--- src/logic/mixer_pkg.sv ---
package mixer_pkg;

    // palette geometry
    localparam int pal_aw = 10;
    localparam int pal_dw = 16;
    localparam int pal_depth = 1 << pal_aw;

    // one colour channel in the palette word
    localparam int ch_w = 4;

    // source layer, doubles as palette address bits 9:8
    typedef enum logic [1:0] {
        layer_obj = 2'd0,
        layer_ba0 = 2'd1,
        layer_ba1 = 2'd2,
        layer_ba2 = 2'd3
    } layer_sel_t;

    // front text and scroll layers
    typedef struct packed {
        logic [3:0] pal;
        logic [3:0] col;
    } tile_pixel_t;

    // sprite layer, msb is the priority flag
    typedef struct packed {
        logic       prio;
        logic [2:0] pal;
        logic [3:0] col;
    } sprite_pixel_t;

    // same 8-bit word, decoded per layer kind
    // col == 0 is transparent in both views
    typedef union packed {
        tile_pixel_t   tile;
        sprite_pixel_t spr;
    } layer_pixel_t;

endpackage

--- src/logic/palette_apb_port.sv ---
`timescale 1ns/100ps

module palette_apb_port (
    input  logic                         clk,
    input  logic                         reset,
    input  logic [11:0]                  paddr,
    input  logic                         psel,
    input  logic                         penable,
    input  logic                         pwrite,
    input  logic [mixer_pkg::pal_dw-1:0] pwdata,
    input  logic [1:0]                   pstrb,
    output logic [mixer_pkg::pal_dw-1:0] prdata,
    output logic                         pready,
    output logic                         pslverr,
    output logic [mixer_pkg::pal_aw-1:0] cpu_addr,
    output logic [mixer_pkg::pal_dw-1:0] cpu_wdata,
    output logic [1:0]                   cpu_we,
    output logic                         cpu_rd,
    input  logic [mixer_pkg::pal_dw-1:0] cpu_rdata
);
    import mixer_pkg::*;

    logic setup_ph;
    logic access_ph;
    // anything past bit 10 is outside the palette
    logic addr_err;
    // access cycle holds valid read data
    logic rd_ok;

    assign setup_ph  = psel && !penable;
    assign access_ph = psel && penable;
    assign addr_err  = paddr[11];

    // word index, byte address bit 0 dropped
    assign cpu_addr  = paddr[pal_aw:1];
    assign cpu_wdata = pwdata;

    // write commits at the end of the access cycle
    assign cpu_we = (access_ph && pwrite && !addr_err) ? pstrb : 2'b00;
    // read issued in setup, data back in access
    assign cpu_rd = setup_ph && !pwrite && !addr_err;

    // response flags line up with the access cycle, no wait states
    always_ff @(posedge clk) begin
        if (reset) begin
            pready  <= 1'b0;
            pslverr <= 1'b0;
            rd_ok   <= 1'b0;
        end else begin
            pready  <= setup_ph;
            pslverr <= setup_ph && addr_err;
            rd_ok   <= setup_ph && !pwrite && !addr_err;
        end
    end

    // errored or write accesses read back zero
    assign prdata = rd_ok ? cpu_rdata : '0;

    a_penable_needs_psel: assert property (
        @(posedge clk) disable iff (reset)
        $rose(penable) |-> psel
    );

    // address chosen in setup must still hold for the write and read data
    a_paddr_stable: assert property (
        @(posedge clk) disable iff (reset)
        setup_ph |=> (!penable || $stable(paddr))
    );

endmodule

--- config.mk ---
export PLATFORM = sky130hd
export DESIGN_NAME = palette_apb_port
export DESIGN_NICKNAME = d
export VERILOG_FILES = /design/src/logic/mixer_pkg.sv /design/src/logic/palette_apb_port.sv
export SDC_FILE = /design/constraint.sdc
export NUM_CORES = 1
export LEC_CHECK = 0
export ABC_AREA = 1
export BUFFER_PORTS_ARGS = -buffer_cell sky130_fd_sc_hd__buf_2
export CORE_MARGIN = 10
export CORE_UTILIZATION = 24
export CTS_CLUSTER_SIZE = 30
export DETAILED_ROUTE_END_ITERATION = 10
export PLACE_DENSITY = 0.78
export SYNTH_ARGS = -nofsm -noshare
export SYNTH_HDL_FRONTEND = slang
export SYNTH_SLANG_ARGS = --single-unit
--- constraint.sdc ---
create_clock -name clk -period 0.9 [get_ports clk]
set_clock_uncertainty 0.2 [all_clocks]
set_input_delay 0 -clock clk [delete_from_list [all_inputs] [get_ports clk]]
set_output_delay 0 -clock clk [all_outputs]
set_load 0.01 [all_outputs]
==> summary.md <==
| Metric | Value |
|---|---|
| Total grt overflow | `0` |
| Clock buffer count from CTS | `3` |
| Sw Ratio | `28.70%` |
| Global-route wire length before repair | `between 2000 and 3000 um` |
| P_sw | `between 150 and 200 uW` |
| Sink Count | `3` |
| Worst path max stage delay | `0.35 ns` |
| Max rail drop VDD | `0.0004490 V` |
| Initial core utilization | `25.06%` |
| Worst-path clk slew | `0.04 ns` |
| Share of layout cells above drive strength 1 | `54.26%` |
| Unrepaired setup endpoints after global routing | `yes` |
| Hold slack | `-0.1625 ns` |
| Setup-failing EPs final | `16` |
| CTS Buffer Depth | `2` |
| Hold Path Sink | `rd_ok$_SDFF_PP0_` |
| Final critical-path required period | `1.154 ns` |
| Syn nets | `131` |
| Pre-antenna DRT Iters | `3` |
| Worst Hold Class | `input port to flip-flop` |
| DRT antenna net count | `0` |
| #FFs+latches synth | `3` |
| Worst path slowest cell | `dfxtp_4` |
| Rel. slew slack | `about nine tenths` |
| Clock network fraction of total power | `a little under two fifths` |
| Hold path start | `paddr[11]` |
| DP HPWL | `1214 um` |
| Most common cell after layout, fill and taps aside | `buf_2` |
| Avg Inst Size Synth | `6.084 um^2` |
| PD cells | `654.5 mW/mm^2` |
| Port Buf Inserts | `44` |
| Via count | `between 600 and 700` |
| Max cap viols | `0` |
| P_leak | `0.6053 nW` |
| Crit path max-delay family | `flip-flops` |
| CTS tree | `built` |
| Req. time, crit path | `0.70 ns` |
| Pins over their slew limit | `0` |
| Hold Path Cell Cnt | `4` |
| Critical Path End Type | `output pin` |
| Commonest non-fill, non-tap cells in the layout | `buf_2, dlygate4sd3_1, inv_1` |
| Critical path class | `flip-flop to output pin` |
| Largest net degree at the start of global routing | `17` |
| Final Wtd Congestion | `0.8935` |
| Int Pwr | `444.9 uW` |
| Hold Vio Cnt, Final | `3` |
| Site Rows | `16` |
| DR DRC count | `0` |
| Vias in the first global route | `roughly 660` |
| Wire length per cell | `14.46 um` |
| Slew @ Worst Pin | `roughly 0.15 ns` |
| Final period util | `128.2%` |
| # hold bufs at CTS | `28` |
| Yosys cell types | `9` |
| Worst Setup Slack, final | `-0.2540 ns` |
| Combinational share of power | `between 40% and 50%` |
| Die width | `65.04 um` |
| Worst Path Max Fanout | `8` |
| H-Tree Depth | `1` |
| Mapped Area | `486.7 um^2` |
| WP buf/inv | `3` |
| Crit-path cells | `clkbuf_16 > nand2_2 > inv_1 > buf_2` |
| Startpoint Class | `flip-flop` |
| Worst slack at placement | `-0.02734 ns` |
| Chip height | `65.04 um` |
| Worst EP arrival | `0.95 ns` |
| GR peak layer | `met2` |
| Global Route met1 Usage | `6.794%` |
| Final #Nets | `approximately 180` |
| Num ports | `98` |
| Die area | `0.004230 mm^2` |
| DRT iter0 DRCs | `19` |
| Gate Count Post-Synth | `80` |
| Register area share after synthesis | `roughly 12%` |
| Detailed Route WL | `2255 um` |
| Core ar. | `0.001942 mm^2` |
| Root Buffer | `clkbuf_4` |
| FMAX | `866.6 MHz` |
| Initial antenna violation count | `0` |
| Met2 GRT Util | `15.52%` |
| M3 GR Usage | `6.529%` |
| # diodes | `0` |
| Violations in the final reports | `negative hold slack, negative setup slack` |
| Setup TNS | `-3.718 ns` |
| Post-CTS setup buffers | `0` |
| Area grow syn2layout | `95.89%` |
| Flop pwr share | `21.9%` |
| Fill cells | `184` |
| GRT Total Usage | `~8.5%` |
| DR vias/cell | `3.885` |
| Outcome | `finished with violations` |
| Synthesis warning total | `0` |
-- Yosys cell counts --
cell type   n  area, um^2
buf_4      26       195.2
inv_1      22       82.58
nand2_1    15       56.30
nand2_2     5       31.28
nor2_1      4       15.01
dfxtp_1     3       60.06
nor3_1      3       15.01
buf_12      1       20.02
buf_6       1       11.26
-- stage by stage --
step                      utilization, %  area, um^2  cells  total power, mW
after floorplan                        -       486.7     80           0.2934
after global placement             27.51       534.3    124           0.2419
after detailed placement           27.51       534.3    124           0.2424
after CTS                          43.69       848.3    156           0.6299
after global routing               49.10       953.4    156           0.6725
final                              49.10       953.4    156           0.6241
-- power groups by stage --
| stage | Sequential, mW | Combinational [mW] | Clock, mW |
|---|---|---|---|
| final | 0.137 | 0.256 | 0.231 |
| after global routing | 0.137 | 0.276 | 0.259 |
| after CTS | 0.139 | 0.245 | 0.246 |
| after detailed placement | 0.141 | 0.102 | 0 |
| after global placement | 0.141 | 0.101 | 0 |
| after floorplan | 0.142 | 0.151 | 0 |
-- state kept, by name, indices dropped and copies added (netlist names) --
signal / flops
rd_ok: 1
pslverr: 1
pready: 1
-- metal layers --
metal / share of wire (%) / vias up
met5: 0 / -
met1: 33 / 261
met3: 13 / 4
met4: 1.3 / 0
met2: 53 / 50
li1: - / 291
-- how the worst max path moves through the flow --
stage | slack, ns | start | to | cells after the start
4_1_cts | -0.24 | rd_ok$_SDFF_PP0_ | prdata[9] | 4
2_1_floorplan | 0.04 | rd_ok$_SDFF_PP0_ | prdata[10] | 4
3_5_place_dp | -0.03 | rd_ok$_SDFF_PP0_ | prdata[9] | 4
6_report | -0.25 | rd_ok$_SDFF_PP0_ | prdata[6] | 4
5_1_grt | -0.29 | rd_ok$_SDFF_PP0_ | prdata[1] | 4
3_3_place_gp | -0.006 | rd_ok$_SDFF_PP0_ | prdata[8] | 4
-- area by class of cell --
| type | count | area, um^2 | share of cell area [%] |
|---|---|---|---|
| Timing Repair Buffer | 73 | 604.3 | 63.39 |
| Multi-Input combinational cell | 27 | 142.6 | 14.96 |
| Inverter | 22 | 82.58 | 8.661 |
| Sequential cell | 3 | 63.81 | 6.693 |
| Tap cell | 27 | 33.78 | 3.543 |
| Clock buffer | 4 | 26.28 | 2.756 |
-- cell families (layout without fill, tap and decap cells) --
logic type / after synthesis / after routing / synth area share (%)
buf+inv: 50 / 99 / 63.50
simple gates: 27 / 27 / 24.16
flops: 3 / 3 / 12.34
-- timing repair --
action                                 4_1_cts  5_1_grt
cloned                                       0        1
setup endpoints to repair                   16       18
endpoints found under the hold margin       29        3
gates resized for setup                      3       26
pin swaps                                    0        0
Power figures use the tool's default switching activity.
