$ cat config.mk
export PLATFORM = sky130hd
export DESIGN_NAME = layer_priority
export DESIGN_NICKNAME = d
export VERILOG_FILES = /design/src/logic/mixer_pkg.sv /design/src/logic/layer_priority.sv
export SDC_FILE = /design/constraint.sdc
export NUM_CORES = 1
export LEC_CHECK = 0
export BUFFER_PORTS_ARGS = -buffer_cell sky130_fd_sc_hd__buf_2
export CORE_MARGIN = 10
export CORE_UTILIZATION = 41
export CTS_BUF_LIST = sky130_fd_sc_hd__clkbuf_4
export DETAILED_ROUTE_END_ITERATION = 6
export PLACE_DENSITY = 0.82
export SLEW_MARGIN = 15
export SYNTH_ARGS = -nofsm -noshare
export SYNTH_HDL_FRONTEND = slang
export SYNTH_SLANG_ARGS = --single-unit
$ cat constraint.sdc
create_clock -name clk -period 3 [get_ports clk]
set_input_delay 0.75 -clock clk [delete_from_list [all_inputs] [get_ports clk]]
set_output_delay 0.75 -clock clk [all_outputs]
set_load 0.1 [all_outputs]
$ cat src/logic/mixer_pkg.sv
package mixer_pkg;

    // palette geometry
    localparam int pal_aw = 10;
    localparam int pal_dw = 16;
    localparam int pal_depth = 1 << pal_aw;

    // one colour channel in the palette word
    localparam int ch_w = 4;

    // source layer, doubles as palette address bits 9:8
    typedef enum logic [1:0] {
        layer_obj = 2'd0,
        layer_ba0 = 2'd1,
        layer_ba1 = 2'd2,
        layer_ba2 = 2'd3
    } layer_sel_t;

    // front text and scroll layers
    typedef struct packed {
        logic [3:0] pal;
        logic [3:0] col;
    } tile_pixel_t;

    // sprite layer, msb is the priority flag
    typedef struct packed {
        logic       prio;
        logic [2:0] pal;
        logic [3:0] col;
    } sprite_pixel_t;

    // same 8-bit word, decoded per layer kind
    // col == 0 is transparent in both views
    typedef union packed {
        tile_pixel_t   tile;
        sprite_pixel_t spr;
    } layer_pixel_t;

endpackage

$ cat src/logic/layer_priority.sv
`timescale 1ns/100ps

module layer_priority (
    input  logic                         clk,
    input  logic                         pxl_cen,
    input  mixer_pkg::layer_pixel_t      ba0_pxl,
    input  mixer_pkg::layer_pixel_t      ba1_pxl,
    input  mixer_pkg::layer_pixel_t      ba2_pxl,
    input  mixer_pkg::layer_pixel_t      obj_pxl,
    input  logic [2:0]                   prisel,
    input  logic [3:0]                   gfx_en,
    output logic [mixer_pkg::pal_aw-1:0] pal_addr
);
    import mixer_pkg::*;

    // per-layer transparency, colour zero or layer disabled
    logic ba0_blank;
    logic ba1_blank;
    logic ba2_blank;
    logic obj_blank;
    // sprite goes behind solid scroll pixels
    logic obj_loprio;

    layer_sel_t   scr_sel;
    layer_pixel_t scr_pxl;
    layer_sel_t   sel;
    layer_pixel_t sel_pxl;

    assign ba0_blank = (ba0_pxl.tile.col == 4'd0) || !gfx_en[0];
    assign ba1_blank = (ba1_pxl.tile.col == 4'd0) || !gfx_en[1];
    assign ba2_blank = (ba2_pxl.tile.col == 4'd0) || !gfx_en[2];
    // sprite uses its own view of the word
    assign obj_blank = (obj_pxl.spr.col == 4'd0) || !gfx_en[3];

    assign obj_loprio = prisel[1] && (obj_pxl.spr.prio != prisel[2]);

    // scroll pair first
    always_comb begin
        if (prisel[0]) begin
            // ba2 in front
            scr_sel = ba2_blank ? layer_ba1 : layer_ba2;
        end else begin
            // ba1 in front
            scr_sel = ba1_blank ? layer_ba2 : layer_ba1;
        end
        // both blank still leaves the fallback layer selected
        scr_pxl = (scr_sel == layer_ba2) ? ba2_pxl : ba1_pxl;
    end

    // then sprite over scroll, then text over all
    always_comb begin
        sel = scr_sel;
        if (!(obj_blank || (obj_loprio && scr_pxl.tile.col != 4'd0))) begin
            sel = layer_obj;
        end
        if (!ba0_blank) begin
            sel = layer_ba0;
        end
    end

    // pixel of the winning layer
    always_comb begin
        case (sel)
            layer_obj: sel_pxl = obj_pxl;
            layer_ba0: sel_pxl = ba0_pxl;
            layer_ba1: sel_pxl = ba1_pxl;
            default:   sel_pxl = ba2_pxl;
        endcase
    end

    // palette index = {bank, pixel}
    always_ff @(posedge clk) begin
        if (pxl_cen) begin
            pal_addr <= {sel, sel_pxl};
        end
    end

    // ram read address may only move on a pixel enable
    // so the colour seen by the output stage belongs to one pixel
    a_pal_addr_hold: assert property (
        @(posedge clk)
        (!pxl_cen && !$isunknown(pal_addr)) |=> $stable(pal_addr)
    );

endmodule

==> impl_metrics.ini, run 1 <==
[run_status]
status = finished, final reports clean

[critical_path]
startpoint = ba2_pxl[0]
slowest_delay_ps = 530
path_delay_family = compound AO/OA/AOI/OAI gates
critPathCaptureType = register
critical_path_class = in2reg
slowest_stage = or4_4
crit_buf_inv = 2
start_kind = input port
crit_path_cell_trace = buf_2 > or4_4 > o32a_1 > a21oi_4 > buf_4 > mux2i_1 > o221a_2
critPathMaxFanout = 11
arrival_ps = 2660
cp.required_ps = 3140

[route]
ant_nets = 0
wl_um = 2350
remaining_drc_errors = 0
wl_per_cell_um = 17.3
drt_iter0_drc = 28
vias = 777
dr.pass1.iters = 4
via_per_inst = 5.71

[sta]
rsz0062_at_grt = no
slew_headroom_pct = 58.9
period_share_pct = 84.3
final.setup.tns_ps = 0
period_needed_ps = 2530
setup_viol = 0
worst_pin_slew_ps = 609
max_freq_ghz = 0.396
finalHoldViolations = 0
drv_slew = 0

[logic_synthesis]
synth_edf_count = 10
syn_nets = 104
avgSynthCellArea_um2 = 11.4
synth_area_um2 = 717
synth_commonest_cells = edfxtp_1 (10), mux2i_1 (6), nor2_1 (6), nor3_1 (6), nand2_1 (4)
ys.flop_type = edfxtp_1
synth_most_common_cell = edfxtp_1
synthDistinctLibCells = 28
synthTopCellsByArea = edfxtp_1 (42%), mux2i_1 (8.4%), o221a_2 (4.7%)
synth_top_area_cell = edfxtp_1
synthCells = 63
seq_area_frac_synth_pct = 41.9
yosysTopAreaCellShare_pct = 41.9
yosys_register_bits = 10
ys_warn_count = 0
async_flop_share_pct = 0

[layout]
top_register = pal_addr
n_antenna_cell = 0
fin_cells = 136
area_growth_pct = 43.1
drive_above_1_share_pct = 55.5
largest_register_ff_count = 10
fin_nets = 161
largestRegisters = pal_addr: 10 flops
final_util_pct = 60.7

[placement]
portBuffers = 50
place.gp.congestion = 0.794
dp_cells = 132
dp_hpwl_um = 2030

[pwr]
p_leak_uw = 0.000456
clkPwrFrac_pct = 18.2
p_sw_uw = 214
seq_power_share_pct = 35.4
pwr-share-comb_pct = 46.4
vdd_drop_max_v = 0.000215
pwr_density_cell_mw_per_mm2 = 486
p_int_uw = 285
p_sw_share_pct = 42.9
total_power_uw = 498

[global_routing]
grtUsageMet3_pct = 3.66
grt_start_max_net_pins = 14
met2_usage_pct = 21.8
met1_usage_pct = 10.6
grt_pass1_vias = 789
busiest_layer = met2
antenna_found_initial = 0
grt_first_pass_wirelength_um = 3390
grt_use_total_pct = 11.7
overflow = 0

[floorplanning]
core_area_mm2 = 0.00169
io_pins = 51
die_w_um = 61.8
rows = 15
die-area_mm2 = 0.00382
fp.dieH_um = 61.8
start_util_pct = 42.4

[clocking]
cts_tree = done
h-tree-depth = 1
cts_buffers = 3
ctsResizeCount = 0
clockRootBuffer = clkbuf_4
clkSinkCount = 10
clock_path_buffers = 2
cts.clk_slew.worst_paths_ps = 60
hold_buffers = 0
post-cts-setup-buffers = 0

[worst_hold_path]
hp-start = ba0_pxl[5]
hold_path_class = in2reg

[run]
maxCapViolations = 0
==> power groups by stage <==
stage	sequential (uW)	clock [uW]	combinational [uW]
finish	177	90.6	231
global route	178	96.8	242
CTS	177	92.6	231
detailed placement	180	0	231
global placement	179	0	228
floorplan	293	0	55.4
==> per-stage QoR <==
| step | area [um^2] | hold slack [ps] | worst slack [ps] |
|---|---|---|---|
| final | 1030 | 792 | 472 |
| after global routing | 1030 | 792 | 365 |
| after CTS | 1030 | 787 | 471 |
| after detailed placement | 1000 | 1060 | 203 |
| after global placement | 1000 | 1050 | 274 |
| after floorplan | 717 | 862 | 480 |
==> cell usage in the layout, fill, tap and decap left out <==
| cell | instances |
|---|---|
| o41ai_2 | 1 |
| a32o_1 | 2 |
| nor3_1 | 6 |
| o211a_1 | 1 |
| a21oi_4 | 1 |
| clkinv_1 | 1 |
| o32a_1 | 1 |
| mux2_2 | 1 |
| or4_4 | 1 |
| buf_2 | 50 |
| o221a_2 | 3 |
| or3_2 | 1 |
| a221o_1 | 2 |
| nor4_1 | 1 |
| o22a_2 | 1 |
| xor2_1 | 1 |
| nand2b_1 | 1 |
| o21ai_0 | 2 |
| o22a_1 | 2 |
| nor2_1 | 6 |
| edfxtp_1 | 10 |
| clkbuf_4 | 3 |
| nand3_1 | 2 |
| buf_4 | 4 |
| or4_1 | 1 |
| o41a_1 | 2 |
| o41ai_1 | 1 |
| nand2_1 | 4 |
| o22ai_1 | 1 |
| mux2i_1 | 6 |
==> worst paths after layout <==
path	cells past startpoint	end	slack, ps
setup / recovery	7	pal_addr[6]$_DFFE_PP_	470
hold / removal	2	pal_addr[5]$_DFFE_PP_	790
==> kinds of logic after synthesis <==
kind of cell	count (synthesis)	synth area share, %
AOI/OAI and AO/OA	20	28.1
xor gates and xnor gates	1	1.22
buffers and inverters	2	2.62
DFF	10	41.9
muxes	7	9.95
and+or+nand+nor	23	16.2
==> per-layer routing <==
metal  vias to the layer above  wire (um)  share of wire (%)
li1                        384          -                  -
met2                        27       1270                 54
met1                       360        798                 34
met4                         0         51                2.2
met3                         6        230                9.8
met5                         -          0                  0
==> area by class of cell <==
type	count	area (um^2)
Clock buffer	3	22.5
Sequential cell	10	300
Multi-Input combinational cell	51	398
Tap cell	17	21.3
Timing Repair Buffer	54	280
Fill cell	144	663
Clock inverter	1	3.75
(Power assumes the default switching activity.)
==> inputs of run 2 (changes only) <==
--- a/config.mk
+++ b/config.mk
@@ -7,10 +7,10 @@
 export LEC_CHECK = 0
 export BUFFER_PORTS_ARGS = -buffer_cell sky130_fd_sc_hd__buf_2
 export CORE_MARGIN = 10
-export CORE_UTILIZATION = 41
+export CORE_UTILIZATION = 37
 export CTS_BUF_LIST = sky130_fd_sc_hd__clkbuf_4
 export DETAILED_ROUTE_END_ITERATION = 6
-export PLACE_DENSITY = 0.82
+export PLACE_DENSITY = 0.79
 export SLEW_MARGIN = 15
 export SYNTH_ARGS = -nofsm -noshare
 export SYNTH_HDL_FRONTEND = slang
==> constraint.sdc (replaced) <==
create_clock -name clk -period 2.2 [get_ports clk]
set_input_delay 0.55 -clock clk [delete_from_list [all_inputs] [get_ports clk]]
set_output_delay 0.55 -clock clk [all_outputs]
set_load 0.1 [all_outputs]
==> impl_metrics.ini, run 2 (synthesized netlist as in run 1, its figures left out) <==
[layout]
largestRegisters = pal_addr: 10 flops
largest_register_ff_count = 10
area_growth_pct = 62.1
top_register = pal_addr
regArea_um2 = 300
fin_cells = 158
n_antenna_cell = 0
final_util_pct = 65.2
final_common_cell = buf_2
multi_input_area_um2 = 402
drive_above_1_share_pct = 61.7
layout_common_cells = buf_2 (49), buf_4 (17), edfxtp_1 (10)
fin_nets = 176
fillCellCount = 148

[worst_hold_path]
hold_path_class = in2reg

[critical_path]
slowest_stage = or4_4
crit_path_cell_trace = buf_6 > or4_4 > o32a_1 > a21oi_4 > buf_6 > mux2i_1 > o21ai_1
crit_top_cell = buf_6
start_kind = input port
critical_path_class = in2reg
slowest_delay_ps = 530
arrival_ps = 2210
cp.required_ps = 2210
critPathCaptureType = register
critPathMaxFanout = 7

[placement]
dp_cells = 154
portBuffers = 50
place.gp.congestion = 0.906

[sta]
slew_headroom_pct = 67.2
period_needed_ps = 2200
worst_pin_slew_ps = 495
finalHoldViolations = 0
rsz0062_at_grt = yes
period_share_pct = 100
fin_ws_ps = -2.90
setup_viol = 1
whs_ps = 601
drv_slew = 0
max_freq_ghz = 0.454

[route]
dr.pass1.iters = 6
drt_iter0_drc = 18
ant_nets = 0
wl_um = 2360
via_per_inst = 5.19
vias = 820
wl_per_cell_um = 14.9
remaining_drc_errors = 0

[pwr]
total_power_uw = 700
p_leak_uw = 0.000532
vdd_drop_max_v = 0.000301
pwr_density_cell_mw_per_mm2 = 602

[clocking]
clkSinkCount = 10
cts.clk_slew.worst_paths_ps = 60
hold_buffers = 0
clock_path_buffers = 2
clockRootBuffer = clkbuf_4
cts_buffers = 3
cts_tree = done
h-tree-depth = 1

[floorplanning]
fp.dieH_um = 64.0
die-area_mm2 = 0.00410
io_pins = 51
core_area_mm2 = 0.00178
start_util_pct = 40.2
rows = 15
die_w_um = 64.0

[run_status]
status = complete, but fails checks
violations = setup timing

[run]
maxCapViolations = 0

[global_routing]
antenna_found_initial = 0
grt_first_pass_wirelength_um = 3700
grt_start_max_net_pins = 14
grt_pass1_vias = 857
overflow = 0
grt_use_total_pct = 11.1
## run 2: changes by cell type in the layout (fill, tap and decap cells not counted), sizes merged
cell    delta
clkinv     -1
buf       +15
## run 2: final timing paths
path,startpoint,end,slack (ps),cells past startpoint
worst max-delay path,ba2_pxl[0],pal_addr[1]$_DFFE_PP_,-3,7
worst min-delay path,ba2_pxl[7],pal_addr[7]$_DFFE_PP_,600,2
## run 2: power by group
group | switching, uW | leakage [uW] | internal [uW]
Sequential | 4.37 | 0.0000978 | 237
Clock | 54.2 | 0.0000138 | 62.7
Combinational | 233 | 0.000421 | 110
## run 2: what timing repair did
action	4_1_cts	5_1_grt
gates resized for setup	1	3
pin swaps	0	1
endpoints found under the setup margin	1	6
buffers inserted	0	1
## run 2: final cells by class
| cell class | instances | area share (%) |
|---|---|---|
| well taps | 25 | 2.69 |
| clock buffers | 3 | 1.94 |
| multi-input cells | 51 | 34.6 |
| repair buffers | 69 | 35.0 |
| flip-flops and latches | 10 | 25.8 |
## run 2: critical path, delay by kind of cell
| family | cells | cell delay, ps |
|---|---|---|
| buf+inv | 2 | 250 |
| simple gates | 1 | 530 |
| compound gates | 3 | 680 |
| mux | 1 | 220 |
## run 2: per-layer routing
metal	part of all wire (%)	global-route usage, %	up-vias	routed length [um]
li1	-	-	414	-
met1	42	12.2	364	982
met2	47	17.5	38	1110
met3	9.7	4.70	4	229
met4	1.6	6.56	0	38
met5	0	0	-	0
## run 2: through the flow
stage / instance area, um^2 / setup slack (ps) / TNS, ps
after global routing: 1160 / -55.4 / -112
after detailed placement: 1110 / -288 / -1820
after CTS: 1140 / 4.65 / 0
after floorplan: 717 / -94.1 / -214
final: 1160 / -2.90 / -2.90
after global placement: 1110 / -213 / -1590
==> inputs of run 3 (changes only) <==
--- a/config.mk
+++ b/config.mk
@@ -5,7 +5,7 @@
 export SDC_FILE = /design/constraint.sdc
 export NUM_CORES = 1
 export LEC_CHECK = 0
-export BUFFER_PORTS_ARGS = -buffer_cell sky130_fd_sc_hd__buf_2
+export BUFFER_PORTS_ARGS = -buffer_cell sky130_fd_sc_hd__buf_4
 export CORE_MARGIN = 10
 export CORE_UTILIZATION = 37
 export CTS_BUF_LIST = sky130_fd_sc_hd__clkbuf_4
==> impl_metrics.ini, run 3 (synthesized netlist as in run 1, its figures left out) <==
[run_status]
status = finished, final reports clean

[critical_path]
cp_num_cells = 7
critical_path_class = in2reg
path_delay_family = compound AO/OA/AOI/OAI gates
critPathMaxFanout = 7
startpoint = ba2_pxl[0]
critPathCaptureType = register
crit_buf_inv = 2
crit_top_cell = buf_6
arrival_ps = 2210
crit_path_cell_trace = buf_6 > or4_4 > o32a_1 > a21oi_4 > buf_6 > mux2i_1 > o21ai_1
crit_end = pal_addr[1]$_DFFE_PP_
slowest_delay_ps = 530
start_kind = input port
slowest_stage = or4_4
cp.required_ps = 2210

[floorplanning]
die_w_um = 64.0
core_area_mm2 = 0.00178
fp.dieH_um = 64.0
start_util_pct = 40.2
die-area_mm2 = 0.00410
io_pins = 51
rows = 15

[layout]
final_common_cell = buf_4
fin_cells = 159
largest_register_ff_count = 10
largestRegisters = pal_addr: 10 flops
drive_above_1_share_pct = 60.4
fin_nets = 176
fillCellCount = 137
n_antenna_cell = 0
top_register = pal_addr
area_growth_pct = 79.8
layout_common_cells = buf_4 (65), edfxtp_1 (10), nor2_1 (6), nor3_1 (6), mux2i_1 (6)

[sta]
slew_headroom_pct = 71.8
final.setup.tns_ps = 0
finalHoldViolations = 0
period_needed_ps = 2200
max_freq_ghz = 0.455
period_share_pct = 99.9
rsz0062_at_grt = yes
fin_ws_ps = 1.45
setup_viol = 0
worst_pin_slew_ps = 419
drv_slew = 0

[pwr]
pwr_density_cell_mw_per_mm2 = 576
p_leak_uw = 0.000576
total_power_uw = 742
vdd_drop_max_v = 0.000318

[global_routing]
antenna_found_initial = 0
grt_pass1_vias = 898
grt_first_pass_wirelength_um = 4060
grt_start_max_net_pins = 14
grt_use_total_pct = 12.2
overflow = 0

[route]
via_per_inst = 5.35
wl_met2_um = 1370
drt-met1-wl_um = 1040
ant_nets = 0
top_layer_used = met4
wl_per_cell_um = 16.7
drt_iter0_drc = 23
wl_um = 2650
remaining_drc_errors = 0
met3_length_um = 213
vias = 851
dr.pass1.iters = 4

[clocking]
clockRootBuffer = clkbuf_4
cts.clk_slew.worst_paths_ps = 60
clkSinkCount = 10
clock_path_buffers = 2
h-tree-depth = 1
cts_tree = done
cts_buffers = 3

[worst_hold_path]
hold_path_class = in2reg

[placement]
portBuffers = 50
dp_cells = 153
place.gp.congestion = 0.869
dp_hpwl_um = 2330
pre_cts_slack_ps = -309

[run]
maxCapViolations = 0
==> run 3: changes by cell type in the layout (fill, tap and decap cells not counted) <==
| cell | previous run | this run |
|---|---|---|
| or4_1 | 0 | 1 |
| buf_6 | 3 | 4 |
| clkinv_1 | 0 | 1 |
| or4_4 | 2 | 1 |
| buf_4 | 17 | 65 |
| buf_2 | 49 | 0 |
==> run 3: where the power goes <==
group / switching (uW) / leakage (uW) / total [uW] / internal, uW
clock: 57.9 / 0.0000154 / 123 / 65.3
combinational: 235 / 0.000463 / 376 / 141
sequential: 6.19 / 0.0000978 / 243 / 237
==> run 3: worst min path at each step <==
| stage | depth (start not counted) | endpoint | from |
|---|---|---|---|
| global placement | 1 | pal_addr[3]$_DFFE_PP_ | pxl_cen |
| detailed placement | 1 | pal_addr[1]$_DFFE_PP_ | pxl_cen |
| global route | 2 | pal_addr[7]$_DFFE_PP_ | ba2_pxl[7] |
| finish | 1 | pal_addr[8]$_DFFE_PP_ | pxl_cen |
| floorplan | 0 | pal_addr[0]$_DFFE_PP_ | pxl_cen |
| CTS | 1 | pal_addr[8]$_DFFE_PP_ | pxl_cen |
==> run 3: cell type report <==
| cell class | count | area, um^2 | share of cell area (%) |
|---|---|---|---|
| multi-input cells | 51 | 398 | 30.9 |
| clock buffers | 3 | 22.5 | 1.75 |
| flip-flops and latches | 10 | 300 | 23.3 |
| repair buffers | 69 | 533 | 41.4 |
| clock inverters | 1 | 3.75 | 0.291 |
| well taps | 25 | 31.3 | 2.43 |
==> run 3: repair_timing <==
item	CTS	global route
pin swaps	1	1
setup endpoints to repair	3	7
buffers inserted	2	0
gates resized for setup	4	0
hold endpoints to repair	0	0
hold buffers	0	0
==> run 3: metal layers <==
metal	vias to the layer above	GRT usage, %
li1	414	-
met1	390	12.5
met2	43	22.8
met3	4	3.83
met4	0	4.10
met5	-	0
==> run 3: metrics by stage <==
| stage | area, um^2 | util (%) | hold slack, ps |
|---|---|---|---|
| 5_1_grt | 1290 | 72.3 | 590 |
| 6_report | 1290 | 72.3 | 588 |
| 2_1_floorplan | 717 | - | 662 |
| 4_1_cts | 1290 | 72.3 | 585 |
| 3_3_place_gp | 1230 | 69.1 | 851 |
| 3_5_place_dp | 1230 | 69.1 | 853 |
