===== config.mk =====
export PLATFORM = sky130hd
export DESIGN_NAME = video_output
export DESIGN_NICKNAME = d
export VERILOG_FILES = /design/src/logic/mixer_pkg.sv /design/src/logic/video_output.sv
export SDC_FILE = /design/constraint.sdc
export NUM_CORES = 1
export LEC_CHECK = 0
export ABC_AREA = 1
export ABC_CLOCK_PERIOD_IN_PS = 2000
export BUFFER_PORTS_ARGS = -buffer_cell sky130_fd_sc_hd__buf_2
export CELL_PAD_IN_SITES_DETAIL_PLACEMENT = 1
export CELL_PAD_IN_SITES_GLOBAL_PLACEMENT = 1
export CORE_MARGIN = 2
export CORE_UTILIZATION = 31
export CTS_CLUSTER_SIZE = 30
export DETAILED_ROUTE_END_ITERATION = 7
export PLACE_DENSITY_LB_ADDON = 0.1
export SLEW_MARGIN = 5
export SYNTH_ARGS = -nofsm -noshare
export SYNTH_HDL_FRONTEND = slang
export SYNTH_SLANG_ARGS = --single-unit
export TNS_END_PERCENT = 5

===== constraint.sdc =====
create_clock -name clk -period 2 [get_ports clk]
set_clock_uncertainty 0.1 [all_clocks]
set_input_delay 0.2 -clock clk [delete_from_list [all_inputs] [get_ports clk]]
set_output_delay 0.2 -clock clk [all_outputs]
set_load 0.01 [all_outputs]

===== src/logic/mixer_pkg.sv =====
package mixer_pkg;

    // palette geometry
    localparam int pal_aw = 10;
    localparam int pal_dw = 16;
    localparam int pal_depth = 1 << pal_aw;

    // one colour channel in the palette word
    localparam int ch_w = 4;

    // source layer, doubles as palette address bits 9:8
    typedef enum logic [1:0] {
        layer_obj = 2'd0,
        layer_ba0 = 2'd1,
        layer_ba1 = 2'd2,
        layer_ba2 = 2'd3
    } layer_sel_t;

    // front text and scroll layers
    typedef struct packed {
        logic [3:0] pal;
        logic [3:0] col;
    } tile_pixel_t;

    // sprite layer, msb is the priority flag
    typedef struct packed {
        logic       prio;
        logic [2:0] pal;
        logic [3:0] col;
    } sprite_pixel_t;

    // same 8-bit word, decoded per layer kind
    // col == 0 is transparent in both views
    typedef union packed {
        tile_pixel_t   tile;
        sprite_pixel_t spr;
    } layer_pixel_t;

endpackage


===== src/logic/video_output.sv =====
`timescale 1ns/100ps

module video_output #(
    parameter int blank_dly = 2
) (
    input  logic                         clk,
    input  logic                         reset,
    input  logic                         pxl_cen,
    input  logic                         lhbl,
    input  logic                         lvbl,
    input  logic [mixer_pkg::pal_dw-1:0] pal_data,
    output logic [7:0]                   red,
    output logic [7:0]                   green,
    output logic [7:0]                   blue,
    output logic                         lhbl_dly,
    output logic                         lvbl_dly
);
    import mixer_pkg::*;

    // {lhbl, lvbl} per stage
    logic [1:0] blank_sr [1:blank_dly];
    logic [1:0] blank_in;
    // what the last stage takes on this enable
    logic [1:0] blank_next;

    assign blank_in = {lhbl, lvbl};

    always_ff @(posedge clk) begin
        if (reset) begin
            // start out blanked
            for (int i = 1; i <= blank_dly; i++) begin
                blank_sr[i] <= 2'b00;
            end
        end else if (pxl_cen) begin
            blank_sr[1] <= blank_in;
            for (int i = 2; i <= blank_dly; i++) begin
                blank_sr[i] <= blank_sr[i-1];
            end
        end
    end

    generate
        if (blank_dly == 1) begin : g_dly_one
            assign blank_next = blank_in;
        end else begin : g_dly_many
            assign blank_next = blank_sr[blank_dly-1];
        end
    endgenerate

    assign lhbl_dly = blank_sr[blank_dly][1];
    assign lvbl_dly = blank_sr[blank_dly][0];

    // 4 to 8 bit expansion, nibble repeated
    // masked with the strobes that go out alongside it
    always_ff @(posedge clk) begin
        if (reset) begin
            red   <= 8'd0;
            green <= 8'd0;
            blue  <= 8'd0;
        end else if (pxl_cen) begin
            if (&blank_next) begin
                red   <= {2{pal_data[ch_w-1:0]}};
                green <= {2{pal_data[2*ch_w-1:ch_w]}};
                blue  <= {2{pal_data[3*ch_w-1:2*ch_w]}};
            end else begin
                red   <= 8'd0;
                green <= 8'd0;
                blue  <= 8'd0;
            end
        end
    end

    // palette read needs one clock between address and data
    a_cen_spacing: assert property (
        @(posedge clk) disable iff (reset)
        pxl_cen |=> !pxl_cen
    );

endmodule


==> results of run 1 <==
## flip-flops by register name, indices dropped and copies added, names as in the netlist
signal,cells
red,4
blue,4
blank_sr,4
green,4
## cell families (layout without fill, tap and decap cells)
| logic type | count (synthesis) | after routing |
|---|---|---|
| flops | 16 | 16 |
| simple gates | 43 | 43 |
| buf+inv | 23 | 55 |
## area by class of cell
class	count	share of cell area [%]
well taps	28	3.87
inverters	8	3.31
repair buffers	43	24.0
flip-flops and latches	16	39.8
multi-input cells	43	26.1
clock buffers	4	2.90
## worst paths after layout
path,start,to,slack (ns),cells past startpoint
setup / recovery,blank_sr[1][1],red[4],0.80,4
hold / removal,pal_data[5],green[5],0.03,3
setup reg to reg,blank_sr[1][1],red[4],0.80,4
hold reg to reg,green[3],green[3],0.37,2
## metrics by stage
step	setup WS (ns)	power, mW
3_5_place_dp	0.804	0.418
4_1_cts	0.783	0.600
3_3_place_gp	0.792	0.417
6_report	0.797	0.586
5_1_grt	0.658	0.623
2_1_floorplan	1.03	0.396
## layout by cell type, fill, tap and decap left out
master	n
sky130_fd_sc_hd__buf_2	42
sky130_fd_sc_hd__nand2_1	25
sky130_fd_sc_hd__dfxtp_1	12
sky130_fd_sc_hd__nand3_2	10
sky130_fd_sc_hd__inv_1	6
sky130_fd_sc_hd__nor2_1	4
sky130_fd_sc_hd__edfxtp_1	4
sky130_fd_sc_hd__clkbuf_4	3
sky130_fd_sc_hd__inv_2	2
sky130_fd_sc_hd__nand3_1	2
sky130_fd_sc_hd__nor2_2	1
sky130_fd_sc_hd__nor2_4	1
sky130_fd_sc_hd__clkbuf_1	1
sky130_fd_sc_hd__buf_4	1
## critical path, cell delays in order (launching register included)
cell and delay, ns:
sky130_fd_sc_hd__edfxtp_1 0.37, sky130_fd_sc_hd__nand2_1 0.05, sky130_fd_sc_hd__inv_1 0.41, sky130_fd_sc_hd__nand3_1 0.14
sky130_fd_sc_hd__nand2_1 0.08
## power groups by stage
stage / registers [mW] / clock network, mW / logic [mW]
after floorplan: 0.356 / 0 / 0.0399
after CTS: 0.346 / 0.189 / 0.0653
final: 0.346 / 0.177 / 0.0633
after detailed placement: 0.353 / 0 / 0.0651
after global routing: 0.347 / 0.205 / 0.0715
after global placement: 0.353 / 0 / 0.0644
## metal layers
metal	routed length (microns)	global-route usage [%]	vias up	share of wire, %
li1	-	-	305	-
met1	648	14.9	298	40
met2	812	21.4	26	51
met3	129	4.72	2	8.0
met4	13	6.41	0	0.81
met5	0	0	-	0
==> run_summary.xml, run 1 <==
<?xml version="1.0" encoding="UTF-8"?>
<metrics>
  <group name="yosys">
    <metric name="cell_types_with_the_highest_counts_after_synthesis" unit="">sky130_fd_sc_hd__nand2_1 (25), sky130_fd_sc_hd__buf_4 (12), sky130_fd_sc_hd__dfxtp_1 (12)</metric>
    <metric name="post_synth.cell_area_avg" unit="sq um">9.29</metric>
    <metric name="synth_top_family_by_area" unit="">simple AND/OR/NAND/NOR gates</metric>
    <metric name="synth_largest_type_area_fraction" unit="%">31.5</metric>
    <metric name="ys.flop_type" unit="">sky130_fd_sc_hd__dfxtp_1</metric>
    <metric name="netlist_top_cells_area" unit="">sky130_fd_sc_hd__dfxtp_1 (32%), sky130_fd_sc_hd__edfxtp_1 (16%), sky130_fd_sc_hd__nand3_2 (13%)</metric>
    <metric name="syn-num-nets" unit="">103</metric>
    <metric name="synth_fa_ha_area_share" unit="%">0</metric>
    <metric name="synthesis.area" unit="sq um">762</metric>
    <metric name="most_repeated_cell_in_the_gate_level_netlist_after_synthesis" unit="">sky130_fd_sc_hd__nand2_1</metric>
    <metric name="synthXorXnorAreaFrac" unit="%">0</metric>
    <metric name="ys.warnings.count" unit="">0</metric>
    <metric name="simple_gate_portion_of_the_synthesized_area" unit="%">31.0</metric>
    <metric name="netlist.top_cell.by_area" unit="">sky130_fd_sc_hd__dfxtp_1</metric>
    <metric name="ys_seq_area_share" unit="%">47.3</metric>
    <metric name="synth.lib_cells_used.distinct" unit="">13</metric>
    <metric name="synth_enable_flop_cells" unit="">4</metric>
    <metric name="muxShareOfSynthArea" unit="%">0</metric>
    <metric name="netlist_instances" unit="">82</metric>
    <metric name="yosys_register_bits" unit="">16</metric>
    <metric name="async_reset_ff_share" unit="%">0</metric>
    <metric name="compound_gate_fraction_of_synth_area" unit="%">0</metric>
  </group>
  <group name="pwr">
    <metric name="switchingPower" unit="mW">0.143</metric>
    <metric name="clk_pwr_share" unit="%">30.2</metric>
    <metric name="pwr-share-comb" unit="%">10.8</metric>
    <metric name="switching_share" unit="%">24.4</metric>
    <metric name="sequentialPowerShare" unit="%">59.0</metric>
    <metric name="irDropWorstVdd" unit="mV">0.285</metric>
    <metric name="internal-power" unit="mW">0.443</metric>
    <metric name="leakagePower" unit="nW">0.515</metric>
    <metric name="power-per-cell-area" unit="nW/um^2">647</metric>
  </group>
  <group name="clocking">
    <metric name="worst_skew_pair_later_pin_latency" unit="ns">0.28</metric>
    <metric name="post_cts_hold_buffer_count" unit="">0</metric>
    <metric name="cts_repair_resize_count" unit="">0</metric>
    <metric name="clock_path_buffers" unit="">2</metric>
    <metric name="cts_made_buffers" unit="">3</metric>
    <metric name="cts.sinks" unit="">16</metric>
    <metric name="cts_htree_levels" unit="">1</metric>
    <metric name="cts_tree" unit="">done</metric>
    <metric name="post_cts_setup_bufs" unit="">0</metric>
    <metric name="ctsRootBufferMaster" unit="">sky130_fd_sc_hd__clkbuf_4</metric>
    <metric name="clkTransAtPathRegs" unit="ns">0.10</metric>
  </group>
  <group name="global_routing">
    <metric name="wire_length_of_the_first_global_routing_pass" unit="microns">2610</metric>
    <metric name="gr-usage-all-layers" unit="%">13.0</metric>
    <metric name="grt_pass1_vias" unit="">598</metric>
    <metric name="grt_antenna_before_repair" unit="">0</metric>
    <metric name="grt_max_degree" unit="">14</metric>
    <metric name="grt_overflow_total" unit="">0</metric>
  </group>
  <group name="finish">
    <metric name="layout-drive-gt1-share" unit="%">52.6</metric>
    <metric name="area_growth" unit="%">18.9</metric>
    <metric name="design_area" unit="sq um">906</metric>
    <metric name="fill_cells" unit="">292</metric>
    <metric name="n_antenna_cell" unit="">0</metric>
    <metric name="multiInputGateArea" unit="sq um">236</metric>
    <metric name="final_core_utilization" unit="%">39.8</metric>
    <metric name="layoutNonFillerInstCount" unit="">142</metric>
    <metric name="num-nets-final" unit="">136</metric>
    <metric name="seq_area" unit="sq um">360</metric>
  </group>
  <group name="timing">
    <metric name="final_hold_viol_count" unit="">0</metric>
    <metric name="fin_setup_tns" unit="ns">0</metric>
    <metric name="maxSlewHeadroom" unit="%">63.3</metric>
    <metric name="rsz0062_at_grt" unit="">false</metric>
    <metric name="report.final.slew_viol_count" unit="">0</metric>
    <metric name="tightestPinTransition" unit="ns">0.550</metric>
    <metric name="period_utilization" unit="%">60.2</metric>
    <metric name="fmax" unit="MHz">831</metric>
    <metric name="finalSetupViolations" unit="">0</metric>
    <metric name="timing.hold.ws" unit="ns">0.0299</metric>
    <metric name="finalCriticalPeriod" unit="ns">1.20</metric>
  </group>
  <group name="route">
    <metric name="detailroute.via_count" unit="">631</metric>
    <metric name="drt-pass1-iter-count" unit="">2</metric>
    <metric name="drcViolationCount" unit="">0</metric>
    <metric name="drt-wirelength-per-cell" unit="microns">11.3</metric>
    <metric name="drt-vias-per-instance" unit="">4.44</metric>
    <metric name="detail_route.iter0.violations" unit="">2</metric>
    <metric name="final_antenna_net_count" unit="">0</metric>
    <metric name="drt-total-wl" unit="microns">1600</metric>
  </group>
  <group name="critical_path">
    <metric name="worstSetupStartpointType" unit="">flop</metric>
    <metric name="worst_path_required_time" unit="ns">2.13</metric>
    <metric name="worst-path-max-fanout" unit="">12</metric>
    <metric name="timing.setup.critical_path_class" unit="">flop to flop</metric>
    <metric name="setup.worst_path.end_class" unit="">flop</metric>
    <metric name="critical_path_arrival" unit="ns">1.33</metric>
  </group>
  <group name="worst_hold_path">
    <metric name="min-delay-path-class" unit="">primary input to flop</metric>
  </group>
  <group name="placement">
    <metric name="cells_after_dpl" unit="">138</metric>
    <metric name="placed_instance_area" unit="sq um">880</metric>
    <metric name="post-dp-hpwl" unit="microns">1270</metric>
    <metric name="globalplace.congestion" unit="">0.651</metric>
    <metric name="place.port_buffers" unit="">42</metric>
  </group>
  <group name="floorplan">
    <metric name="core_area" unit="sq um">2280</metric>
    <metric name="die_y" unit="microns">53.6</metric>
    <metric name="die-width" unit="microns">53.6</metric>
    <metric name="design.die.area" unit="sq um">2870</metric>
    <metric name="io_pins" unit="">47</metric>
    <metric name="placement_rows" unit="">17</metric>
    <metric name="start_util" unit="%">33.5</metric>
  </group>
  <group name="run_status">
    <metric name="outcome" unit="">finished, final reports clean</metric>
  </group>
  <group name="flow_run">
    <metric name="timing.max_cap.violations" unit="">0</metric>
  </group>
</metrics>
(Power assumes the default switching activity.)
==> run 2: changes to the inputs <==
--- a/config.mk
+++ b/config.mk
@@ -5,13 +5,13 @@
 export SDC_FILE = /design/constraint.sdc
 export NUM_CORES = 1
 export LEC_CHECK = 0
-export ABC_AREA = 1
-export ABC_CLOCK_PERIOD_IN_PS = 2000
+export ABC_AREA = 0
+export ABC_CLOCK_PERIOD_IN_PS = 1200
 export BUFFER_PORTS_ARGS = -buffer_cell sky130_fd_sc_hd__buf_2
 export CELL_PAD_IN_SITES_DETAIL_PLACEMENT = 1
 export CELL_PAD_IN_SITES_GLOBAL_PLACEMENT = 1
 export CORE_MARGIN = 2
-export CORE_UTILIZATION = 31
+export CORE_UTILIZATION = 28
 export CTS_CLUSTER_SIZE = 30
 export DETAILED_ROUTE_END_ITERATION = 7
 export PLACE_DENSITY_LB_ADDON = 0.1
==> constraint.sdc (replaced) <==
create_clock -name clk -period 1.2 [get_ports clk]
set_clock_uncertainty 0.1 [all_clocks]
set_input_delay 0.12 -clock clk [delete_from_list [all_inputs] [get_ports clk]]
set_output_delay 0.12 -clock clk [all_outputs]
set_load 0.01 [all_outputs]
==> run 2 against run 1 <==
Compared with the run above:
- die area grew 6.5%
- critical endpoint is now blank_sr[2][0]
- synthesized area shrank 3.3%
- core utilization grew 2.5 points
- design area grew 16%
==> run_summary.xml, run 2 <==
<?xml version="1.0" encoding="UTF-8"?>
<metrics>
  <group name="timing">
    <metric name="finalCriticalPeriod" unit="ns">1.07</metric>
    <metric name="rsz0062_at_grt" unit="">false</metric>
    <metric name="fmax" unit="MHz">935</metric>
    <metric name="report.final.slew_viol_count" unit="">0</metric>
    <metric name="maxSlewHeadroom" unit="%">84.8</metric>
    <metric name="finalSetupViolations" unit="">0</metric>
    <metric name="tightestPinTransition" unit="ns">0.228</metric>
    <metric name="final_hold_viol_count" unit="">0</metric>
    <metric name="fin_setup_tns" unit="ns">0</metric>
    <metric name="period_utilization" unit="%">89.1</metric>
  </group>
  <group name="route">
    <metric name="drcViolationCount" unit="">0</metric>
    <metric name="drt-wirelength-per-cell" unit="microns">12.1</metric>
    <metric name="detail_route.iter0.violations" unit="">12</metric>
    <metric name="drt-pass1-iter-count" unit="">4</metric>
    <metric name="final_antenna_net_count" unit="">0</metric>
    <metric name="detailroute.via_count" unit="">692</metric>
    <metric name="drt-vias-per-instance" unit="">4.58</metric>
    <metric name="drt-total-wl" unit="microns">1820</metric>
  </group>
  <group name="pwr">
    <metric name="sequentialPowerShare" unit="%">53.5</metric>
    <metric name="leakagePower" unit="nW">0.493</metric>
    <metric name="power-per-cell-area" unit="nW/um^2">1040</metric>
    <metric name="internal-power" unit="mW">0.838</metric>
    <metric name="irDropWorstVdd" unit="mV">0.581</metric>
    <metric name="pwr-share-comb" unit="%">14.1</metric>
    <metric name="clk_pwr_share" unit="%">32.4</metric>
    <metric name="switching_share" unit="%">22.8</metric>
    <metric name="switchingPower" unit="mW">0.247</metric>
    <metric name="fin_total_pwr" unit="mW">1.09</metric>
  </group>
  <group name="clocking">
    <metric name="cts_repair_resize_count" unit="">0</metric>
    <metric name="clock_path_buffers" unit="">2</metric>
    <metric name="cts.sinks" unit="">16</metric>
    <metric name="clkTransAtPathRegs" unit="ns">0.09</metric>
    <metric name="cts_made_buffers" unit="">3</metric>
    <metric name="cts_htree_levels" unit="">1</metric>
    <metric name="worst_skew_pair_later_pin_latency" unit="ns">0.28</metric>
    <metric name="cts_tree" unit="">done</metric>
    <metric name="ctsRootBufferMaster" unit="">sky130_fd_sc_hd__clkbuf_4</metric>
  </group>
  <group name="yosys">
    <metric name="synth_largest_type_area_fraction" unit="%">32.6</metric>
    <metric name="post_synth.cell_area_avg" unit="sq um">9.83</metric>
    <metric name="ys_seq_area_share" unit="%">48.9</metric>
    <metric name="synth_enable_flop_cells" unit="">4</metric>
    <metric name="netlist_top_cells_area" unit="">sky130_fd_sc_hd__dfxtp_1 (33%), sky130_fd_sc_hd__edfxtp_1 (16%), sky130_fd_sc_hd__buf_4 (12%)</metric>
    <metric name="synthesis.area" unit="sq um">737</metric>
    <metric name="synth.lib_cells_used.distinct" unit="">11</metric>
    <metric name="netlist_instances" unit="">75</metric>
    <metric name="cell_types_with_the_highest_counts_after_synthesis" unit="">sky130_fd_sc_hd__a21oi_1 (12), sky130_fd_sc_hd__buf_4 (12), sky130_fd_sc_hd__dfxtp_1 (12), sky130_fd_sc_hd__nand2b_1 (12), sky130_fd_sc_hd__nand4_1 (12)</metric>
    <metric name="netlist.top_cell.by_area" unit="">sky130_fd_sc_hd__dfxtp_1</metric>
    <metric name="async_reset_ff_share" unit="%">0</metric>
    <metric name="yosys_register_bits" unit="">16</metric>
    <metric name="syn-num-nets" unit="">96</metric>
    <metric name="ys.warnings.count" unit="">0</metric>
    <metric name="ys.flop_type" unit="">sky130_fd_sc_hd__dfxtp_1</metric>
  </group>
  <group name="flow_run">
    <metric name="timing.max_cap.violations" unit="">0</metric>
  </group>
  <group name="critical_path">
    <metric name="critical_path_arrival" unit="ns">1.01</metric>
    <metric name="critical-path-slowest-cell" unit="">sky130_fd_sc_hd__edfxtp_1</metric>
    <metric name="setup.worst_path.end_class" unit="">flop</metric>
    <metric name="worstSetupStartpointType" unit="">flop</metric>
    <metric name="worst-path-max-fanout" unit="">5</metric>
    <metric name="critical_path.cell_chain" unit="">buf_4 &gt; and2_1</metric>
    <metric name="worst_path_required_time" unit="ns">1.14</metric>
    <metric name="timing.setup.critical_path_class" unit="">flop to flop</metric>
    <metric name="timing.critical_path.slowest_cell_delay" unit="ns">0.43</metric>
  </group>
  <group name="finish">
    <metric name="num-nets-final" unit="">143</metric>
    <metric name="layout-drive-gt1-share" unit="%">43.8</metric>
    <metric name="most-common-layout-cells" unit="">sky130_fd_sc_hd__buf_2 (42), sky130_fd_sc_hd__nand4_1 (12), sky130_fd_sc_hd__nand2b_1 (12), sky130_fd_sc_hd__a21oi_1 (12), sky130_fd_sc_hd__dfxtp_1 (12)</metric>
    <metric name="final_common_cell" unit="">sky130_fd_sc_hd__buf_2</metric>
    <metric name="area_growth" unit="%">42.3</metric>
    <metric name="design_area" unit="sq um">1050</metric>
    <metric name="n_antenna_cell" unit="">0</metric>
  </group>
  <group name="global_routing">
    <metric name="grt_pass1_vias" unit="">673</metric>
    <metric name="gr-usage-all-layers" unit="%">12.3</metric>
    <metric name="globalRoute.busiestLayer" unit="">met2</metric>
    <metric name="grt_overflow_total" unit="">0</metric>
    <metric name="grtUsageMet3" unit="%">2.11</metric>
    <metric name="use_met1" unit="%">15.6</metric>
    <metric name="grt_max_degree" unit="">25</metric>
    <metric name="grt_antenna_before_repair" unit="">0</metric>
    <metric name="wire_length_of_the_first_global_routing_pass" unit="microns">2990</metric>
    <metric name="grtUsageMet2" unit="%">20.4</metric>
  </group>
  <group name="floorplan">
    <metric name="io_pins" unit="">47</metric>
    <metric name="die_y" unit="microns">55.3</metric>
    <metric name="placement_rows" unit="">18</metric>
    <metric name="start_util" unit="%">29.7</metric>
    <metric name="design.die.area" unit="sq um">3060</metric>
    <metric name="core_area" unit="sq um">2480</metric>
    <metric name="die-width" unit="microns">55.3</metric>
  </group>
  <group name="run_status">
    <metric name="outcome" unit="">finished, final reports clean</metric>
  </group>
  <group name="placement">
    <metric name="placed_instance_area" unit="sq um">887</metric>
    <metric name="place.port_buffers" unit="">42</metric>
    <metric name="globalplace.congestion" unit="">0.641</metric>
    <metric name="post-dp-hpwl" unit="microns">1240</metric>
  </group>
  <group name="worst_hold_path">
    <metric name="min-delay-path-class" unit="">primary input to flop</metric>
  </group>
</metrics>
-- run 2: cell types whose count changed after synthesis, moves of 6 or more --
cell | before | now
sky130_fd_sc_hd__nand4_1 | 0 | 12
sky130_fd_sc_hd__inv_1 | 6 | 0
sky130_fd_sc_hd__nand3_2 | 10 | 0
sky130_fd_sc_hd__nand2_1 | 25 | 0
sky130_fd_sc_hd__nand2b_1 | 0 | 12
sky130_fd_sc_hd__a21oi_1 | 0 | 12
-- run 2: logic make-up (layout without fill, tap and decap cells) --
family | Yosys count | in the layout | synth area share (%)
buf+inv | 17 | 63 | 17.3
flops | 16 | 16 | 48.9
simple gates | 30 | 30 | 25.6
compound gates | 12 | 12 | 8.15
-- run 2: final cells by class --
cell class | count | area [sq um]
Sequential cell | 16 | 360
Fill cell | 313 | 1430
Clock buffer | 4 | 36.3
Tap cell | 30 | 37.5
Multi-Input combinational cell | 42 | 249
Timing Repair Buffer | 59 | 365
-- run 2: path summary, 6_finish.rpt --
| check | from | endpoint | slack (ns) | cells after the start |
|---|---|---|---|---|
| worst min register to register | red[4] | red[4] | 0.39 | 2 |
| worst max register to register | blank_sr[1][0] | blank_sr[2][0] | 0.13 | 2 |
| worst min-delay path | pal_data[11] | blue[3] | 0.01 | 3 |
| worst max-delay path | blank_sr[1][0] | blank_sr[2][0] | 0.13 | 2 |
-- run 2: critical path, delay by kind of cell (launching register included) --
kind | cells | cell delay [ns]
simple gates | 1 | 0.13
buf+inv | 1 | 0.18
flops | 1 | 0.43
-- run 2: metal layers --
metal / wire length [microns] / part of all wire, % / vias to the layer above
li1: - / - / 341
met1: 759 / 42 / 323
met2: 936 / 51 / 26
met3: 108 / 5.9 / 2
met4: 15 / 0.82 / 0
met5: 0 / 0 / -
-- run 2: timing repair --
| action | CTS | global route |
|---|---|---|
| hold buffers | 11 | 0 |
| endpoints found under the hold margin | 10 | 0 |
| endpoints found under the setup margin | 0 | 3 |
| setup buffers | 0 | 2 |
-- run 2: per-stage QoR --
step	std cells	hold slack [ns]	utilization (%)	setup slack (ns)
6_report	151	0.00956	42.3	0.130
5_1_grt	151	0.00793	42.3	0.0180
4_1_cts	149	0.0000357	41.7	0.0690
3_5_place_dp	134	0.287	35.8	0.0875
3_3_place_gp	134	0.287	35.8	0.102
2_1_floorplan	75	0.0891	-	0.142
-- run 2: power by group through the flow --
stage	registers [mW]	clock network (mW)	logic, mW
finish	0.581	0.351	0.153
global route	0.584	0.390	0.167
CTS	0.587	0.373	0.142
detailed placement	0.599	0	0.114
global placement	0.598	0	0.114
floorplan	0.596	0	0.0634
==> run 3: changes to the inputs <==
--- a/config.mk
+++ b/config.mk
@@ -6,7 +6,7 @@
 export NUM_CORES = 1
 export LEC_CHECK = 0
 export ABC_AREA = 0
-export ABC_CLOCK_PERIOD_IN_PS = 1200
+export ABC_CLOCK_PERIOD_IN_PS = 1110
 export BUFFER_PORTS_ARGS = -buffer_cell sky130_fd_sc_hd__buf_2
 export CELL_PAD_IN_SITES_DETAIL_PLACEMENT = 1
 export CELL_PAD_IN_SITES_GLOBAL_PLACEMENT = 1
@@ -14,6 +14,7 @@
 export CORE_UTILIZATION = 28
 export CTS_CLUSTER_SIZE = 30
 export DETAILED_ROUTE_END_ITERATION = 7
+export HOLD_SLACK_MARGIN = 0.02
 export PLACE_DENSITY_LB_ADDON = 0.1
 export SLEW_MARGIN = 5
 export SYNTH_ARGS = -nofsm -noshare
==> constraint.sdc (replaced) <==
create_clock -name clk -period 1.11 [get_ports clk]
set_clock_uncertainty 0.1 [all_clocks]
set_input_delay 0.111 -clock clk [delete_from_list [all_inputs] [get_ports clk]]
set_output_delay 0.111 -clock clk [all_outputs]
set_load 0.01 [all_outputs]
==> run 3 against run 2 <==
Compared with the run above:
- register-to-register slack lost 0.07 ns
- first-iteration DRC count shrank 25%
- combinational power grew 17%
- count of clock-buffer cells in the layout is the same
- setup slack lost 0.067 ns
- design area grew 4.2%
- clock power grew 12%
- critical path depth grew 1
- hold slack gained 0.081 ns
- die area is the same
- sequential cell count is the same
- largest cell class unchanged
- highest routed layer unchanged
==> run_summary.xml, run 3 (same netlist as run 2, synthesis figures left out) <==
<?xml version="1.0" encoding="UTF-8"?>
<metrics>
  <group name="clocking">
    <metric name="cts_made_buffers" unit="">3</metric>
    <metric name="ctsRootBufferMaster" unit="">sky130_fd_sc_hd__clkbuf_4</metric>
    <metric name="clock_path_buffers" unit="">2</metric>
    <metric name="cts_tree" unit="">done</metric>
    <metric name="cts_htree_levels" unit="">1</metric>
    <metric name="clkTransAtPathRegs" unit="ns">0.10</metric>
    <metric name="cts.sinks" unit="">16</metric>
    <metric name="worst_skew_pair_later_pin_latency" unit="ns">0.28</metric>
  </group>
  <group name="pwr">
    <metric name="fin_total_pwr" unit="mW">1.20</metric>
    <metric name="pwr-share-comb" unit="%">14.9</metric>
    <metric name="power-per-cell-area" unit="nW/um^2">1100</metric>
    <metric name="irDropWorstVdd" unit="mV">0.521</metric>
    <metric name="sequentialPowerShare" unit="%">52.4</metric>
    <metric name="switching_share" unit="%">23.5</metric>
    <metric name="leakagePower" unit="nW">0.511</metric>
    <metric name="internal-power" unit="mW">0.918</metric>
    <metric name="switchingPower" unit="mW">0.281</metric>
    <metric name="clk_pwr_share" unit="%">32.7</metric>
  </group>
  <group name="timing">
    <metric name="maxSlewHeadroom" unit="%">85.3</metric>
    <metric name="fin_setup_tns" unit="ns">0</metric>
    <metric name="finalSetupViolations" unit="">0</metric>
    <metric name="rsz0062_at_grt" unit="">false</metric>
    <metric name="final_hold_viol_count" unit="">0</metric>
    <metric name="tightestPinTransition" unit="ns">0.220</metric>
    <metric name="report.final.slew_viol_count" unit="">0</metric>
    <metric name="fmax" unit="MHz">956</metric>
    <metric name="finalCriticalPeriod" unit="ns">1.05</metric>
    <metric name="period_utilization" unit="%">94.3</metric>
  </group>
  <group name="finish">
    <metric name="final_common_cell" unit="">sky130_fd_sc_hd__buf_2</metric>
    <metric name="layout-drive-gt1-share" unit="%">42.4</metric>
    <metric name="multiInputGateArea" unit="sq um">249</metric>
    <metric name="seq_area" unit="sq um">360</metric>
    <metric name="design_area" unit="sq um">1090</metric>
    <metric name="n_antenna_cell" unit="">0</metric>
    <metric name="most-common-layout-cells" unit="">sky130_fd_sc_hd__buf_2 (42), sky130_fd_sc_hd__dlygate4sd3_1 (15)</metric>
    <metric name="area_growth" unit="%">48.2</metric>
    <metric name="num-nets-final" unit="">147</metric>
    <metric name="fill_cells" unit="">307</metric>
  </group>
  <group name="critical_path">
    <metric name="setup.worst_path.end_class" unit="">flop</metric>
    <metric name="worst_path_required_time" unit="ns">1.19</metric>
    <metric name="r2r_start" unit="">blank_sr[1][0]</metric>
    <metric name="critical_path_arrival" unit="ns">1.12</metric>
    <metric name="timing.setup.critical_path_class" unit="">flop to flop</metric>
    <metric name="worst-path-max-fanout" unit="">5</metric>
    <metric name="setup.reg_to_reg.worst_slack" unit="ns">0.06</metric>
    <metric name="worstSetupStartpointType" unit="">flop</metric>
    <metric name="crit_startpoint" unit="">blank_sr[1][0]</metric>
    <metric name="rr_endpoint" unit="">blue[6]</metric>
    <metric name="worst_r2r_path_depth" unit="">3</metric>
  </group>
  <group name="route">
    <metric name="drt-wirelength-per-cell" unit="microns">12.2</metric>
    <metric name="drt-vias-per-instance" unit="">4.47</metric>
    <metric name="drt-pass1-iter-count" unit="">4</metric>
    <metric name="drcViolationCount" unit="">0</metric>
    <metric name="final_antenna_net_count" unit="">0</metric>
    <metric name="detail_route.iter0.violations" unit="">9</metric>
    <metric name="drt-total-wl" unit="microns">1890</metric>
    <metric name="detailroute.via_count" unit="">693</metric>
  </group>
  <group name="run_status">
    <metric name="outcome" unit="">finished, final reports clean</metric>
  </group>
  <group name="global_routing">
    <metric name="grt_pass1_vias" unit="">657</metric>
    <metric name="wire_length_of_the_first_global_routing_pass" unit="microns">2960</metric>
    <metric name="grt_overflow_total" unit="">0</metric>
    <metric name="grt_antenna_before_repair" unit="">0</metric>
    <metric name="gr-usage-all-layers" unit="%">12.2</metric>
    <metric name="grt_max_degree" unit="">25</metric>
  </group>
  <group name="worst_hold_path">
    <metric name="min_to" unit="">green[5]</metric>
    <metric name="min-delay-path-class" unit="">primary input to flop</metric>
    <metric name="holdPathStages" unit="">3</metric>
    <metric name="min_from" unit="">reset</metric>
  </group>
  <group name="floorplan">
    <metric name="core_area" unit="sq um">2480</metric>
    <metric name="placement_rows" unit="">18</metric>
    <metric name="start_util" unit="%">29.7</metric>
    <metric name="die-width" unit="microns">55.3</metric>
    <metric name="io_pins" unit="">47</metric>
    <metric name="die_y" unit="microns">55.3</metric>
    <metric name="design.die.area" unit="sq um">3060</metric>
  </group>
  <group name="placement">
    <metric name="post-dp-hpwl" unit="microns">1290</metric>
    <metric name="globalplace.congestion" unit="">0.635</metric>
    <metric name="place.port_buffers" unit="">42</metric>
    <metric name="placed_instance_area" unit="sq um">902</metric>
  </group>
  <group name="flow_run">
    <metric name="timing.max_cap.violations" unit="">0</metric>
  </group>
</metrics>
==> run 3: worst max path at each step <==
stage                           endpoint  slack, ns
after floorplan           blank_sr[2][1]       0.05
after global placement           blue[5]        0.1
after detailed placement        green[6]       0.08
after CTS                       lhbl_dly       0.06
after global routing             blue[5]      0.003
final                            blue[6]       0.06
==> run 3: per-layer routing <==
layer	vias to the layer above	global-route usage (%)	share of wire, %
li1	349	-	-
met1	314	14.9	43
met2	28	20.7	50
met3	2	2.11	6.1
met4	0	5.23	0.79
met5	-	0	0
==> run 3: stage by stage <==
stage | setup WS, ns | util [%] | hold slack [ns] | std cells
finish | 0.0636 | 44.1 | 0.0902 | 155
detailed placement | 0.0835 | 36.4 | 0.283 | 136
floorplan | 0.0522 | - | 0.0801 | 75
global placement | 0.0980 | 36.4 | 0.277 | 136
global route | 0.00348 | 44.1 | 0.105 | 155
CTS | 0.0580 | 43.9 | 0.0913 | 155
==> run 3: timing repair <==
action,in CTS,in global routing
resized for setup,0,1
setup buffers,0,0
hold endpoints to repair,14,0
hold buffers,15,0
setup endpoints to repair,0,2
==> run 3: critical path, cell delays in order (launching register included) <==
cell and delay, ns:
sky130_fd_sc_hd__edfxtp_1 0.50, sky130_fd_sc_hd__buf_4 0.19, sky130_fd_sc_hd__nand4_1 0.08, sky130_fd_sc_hd__a21oi_1 0.07
==> run 3: final cells by class <==
type	instances	area share, %
Multi-Input combinational cell	42	22.8
Sequential cell	16	33.0
Tap cell	30	3.44
Clock buffer	4	3.32
Timing Repair Buffer	63	37.5
==> run 3: power groups by stage <==
| stage | clock network [mW] | logic, mW | registers, mW |
|---|---|---|---|
| 2_1_floorplan | 0 | 0.0686 | 0.644 |
| 3_3_place_gp | 0 | 0.138 | 0.640 |
| 3_5_place_dp | 0 | 0.139 | 0.641 |
| 4_1_cts | 0.404 | 0.180 | 0.628 |
| 5_1_grt | 0.435 | 0.195 | 0.631 |
| 6_report | 0.392 | 0.179 | 0.628 |
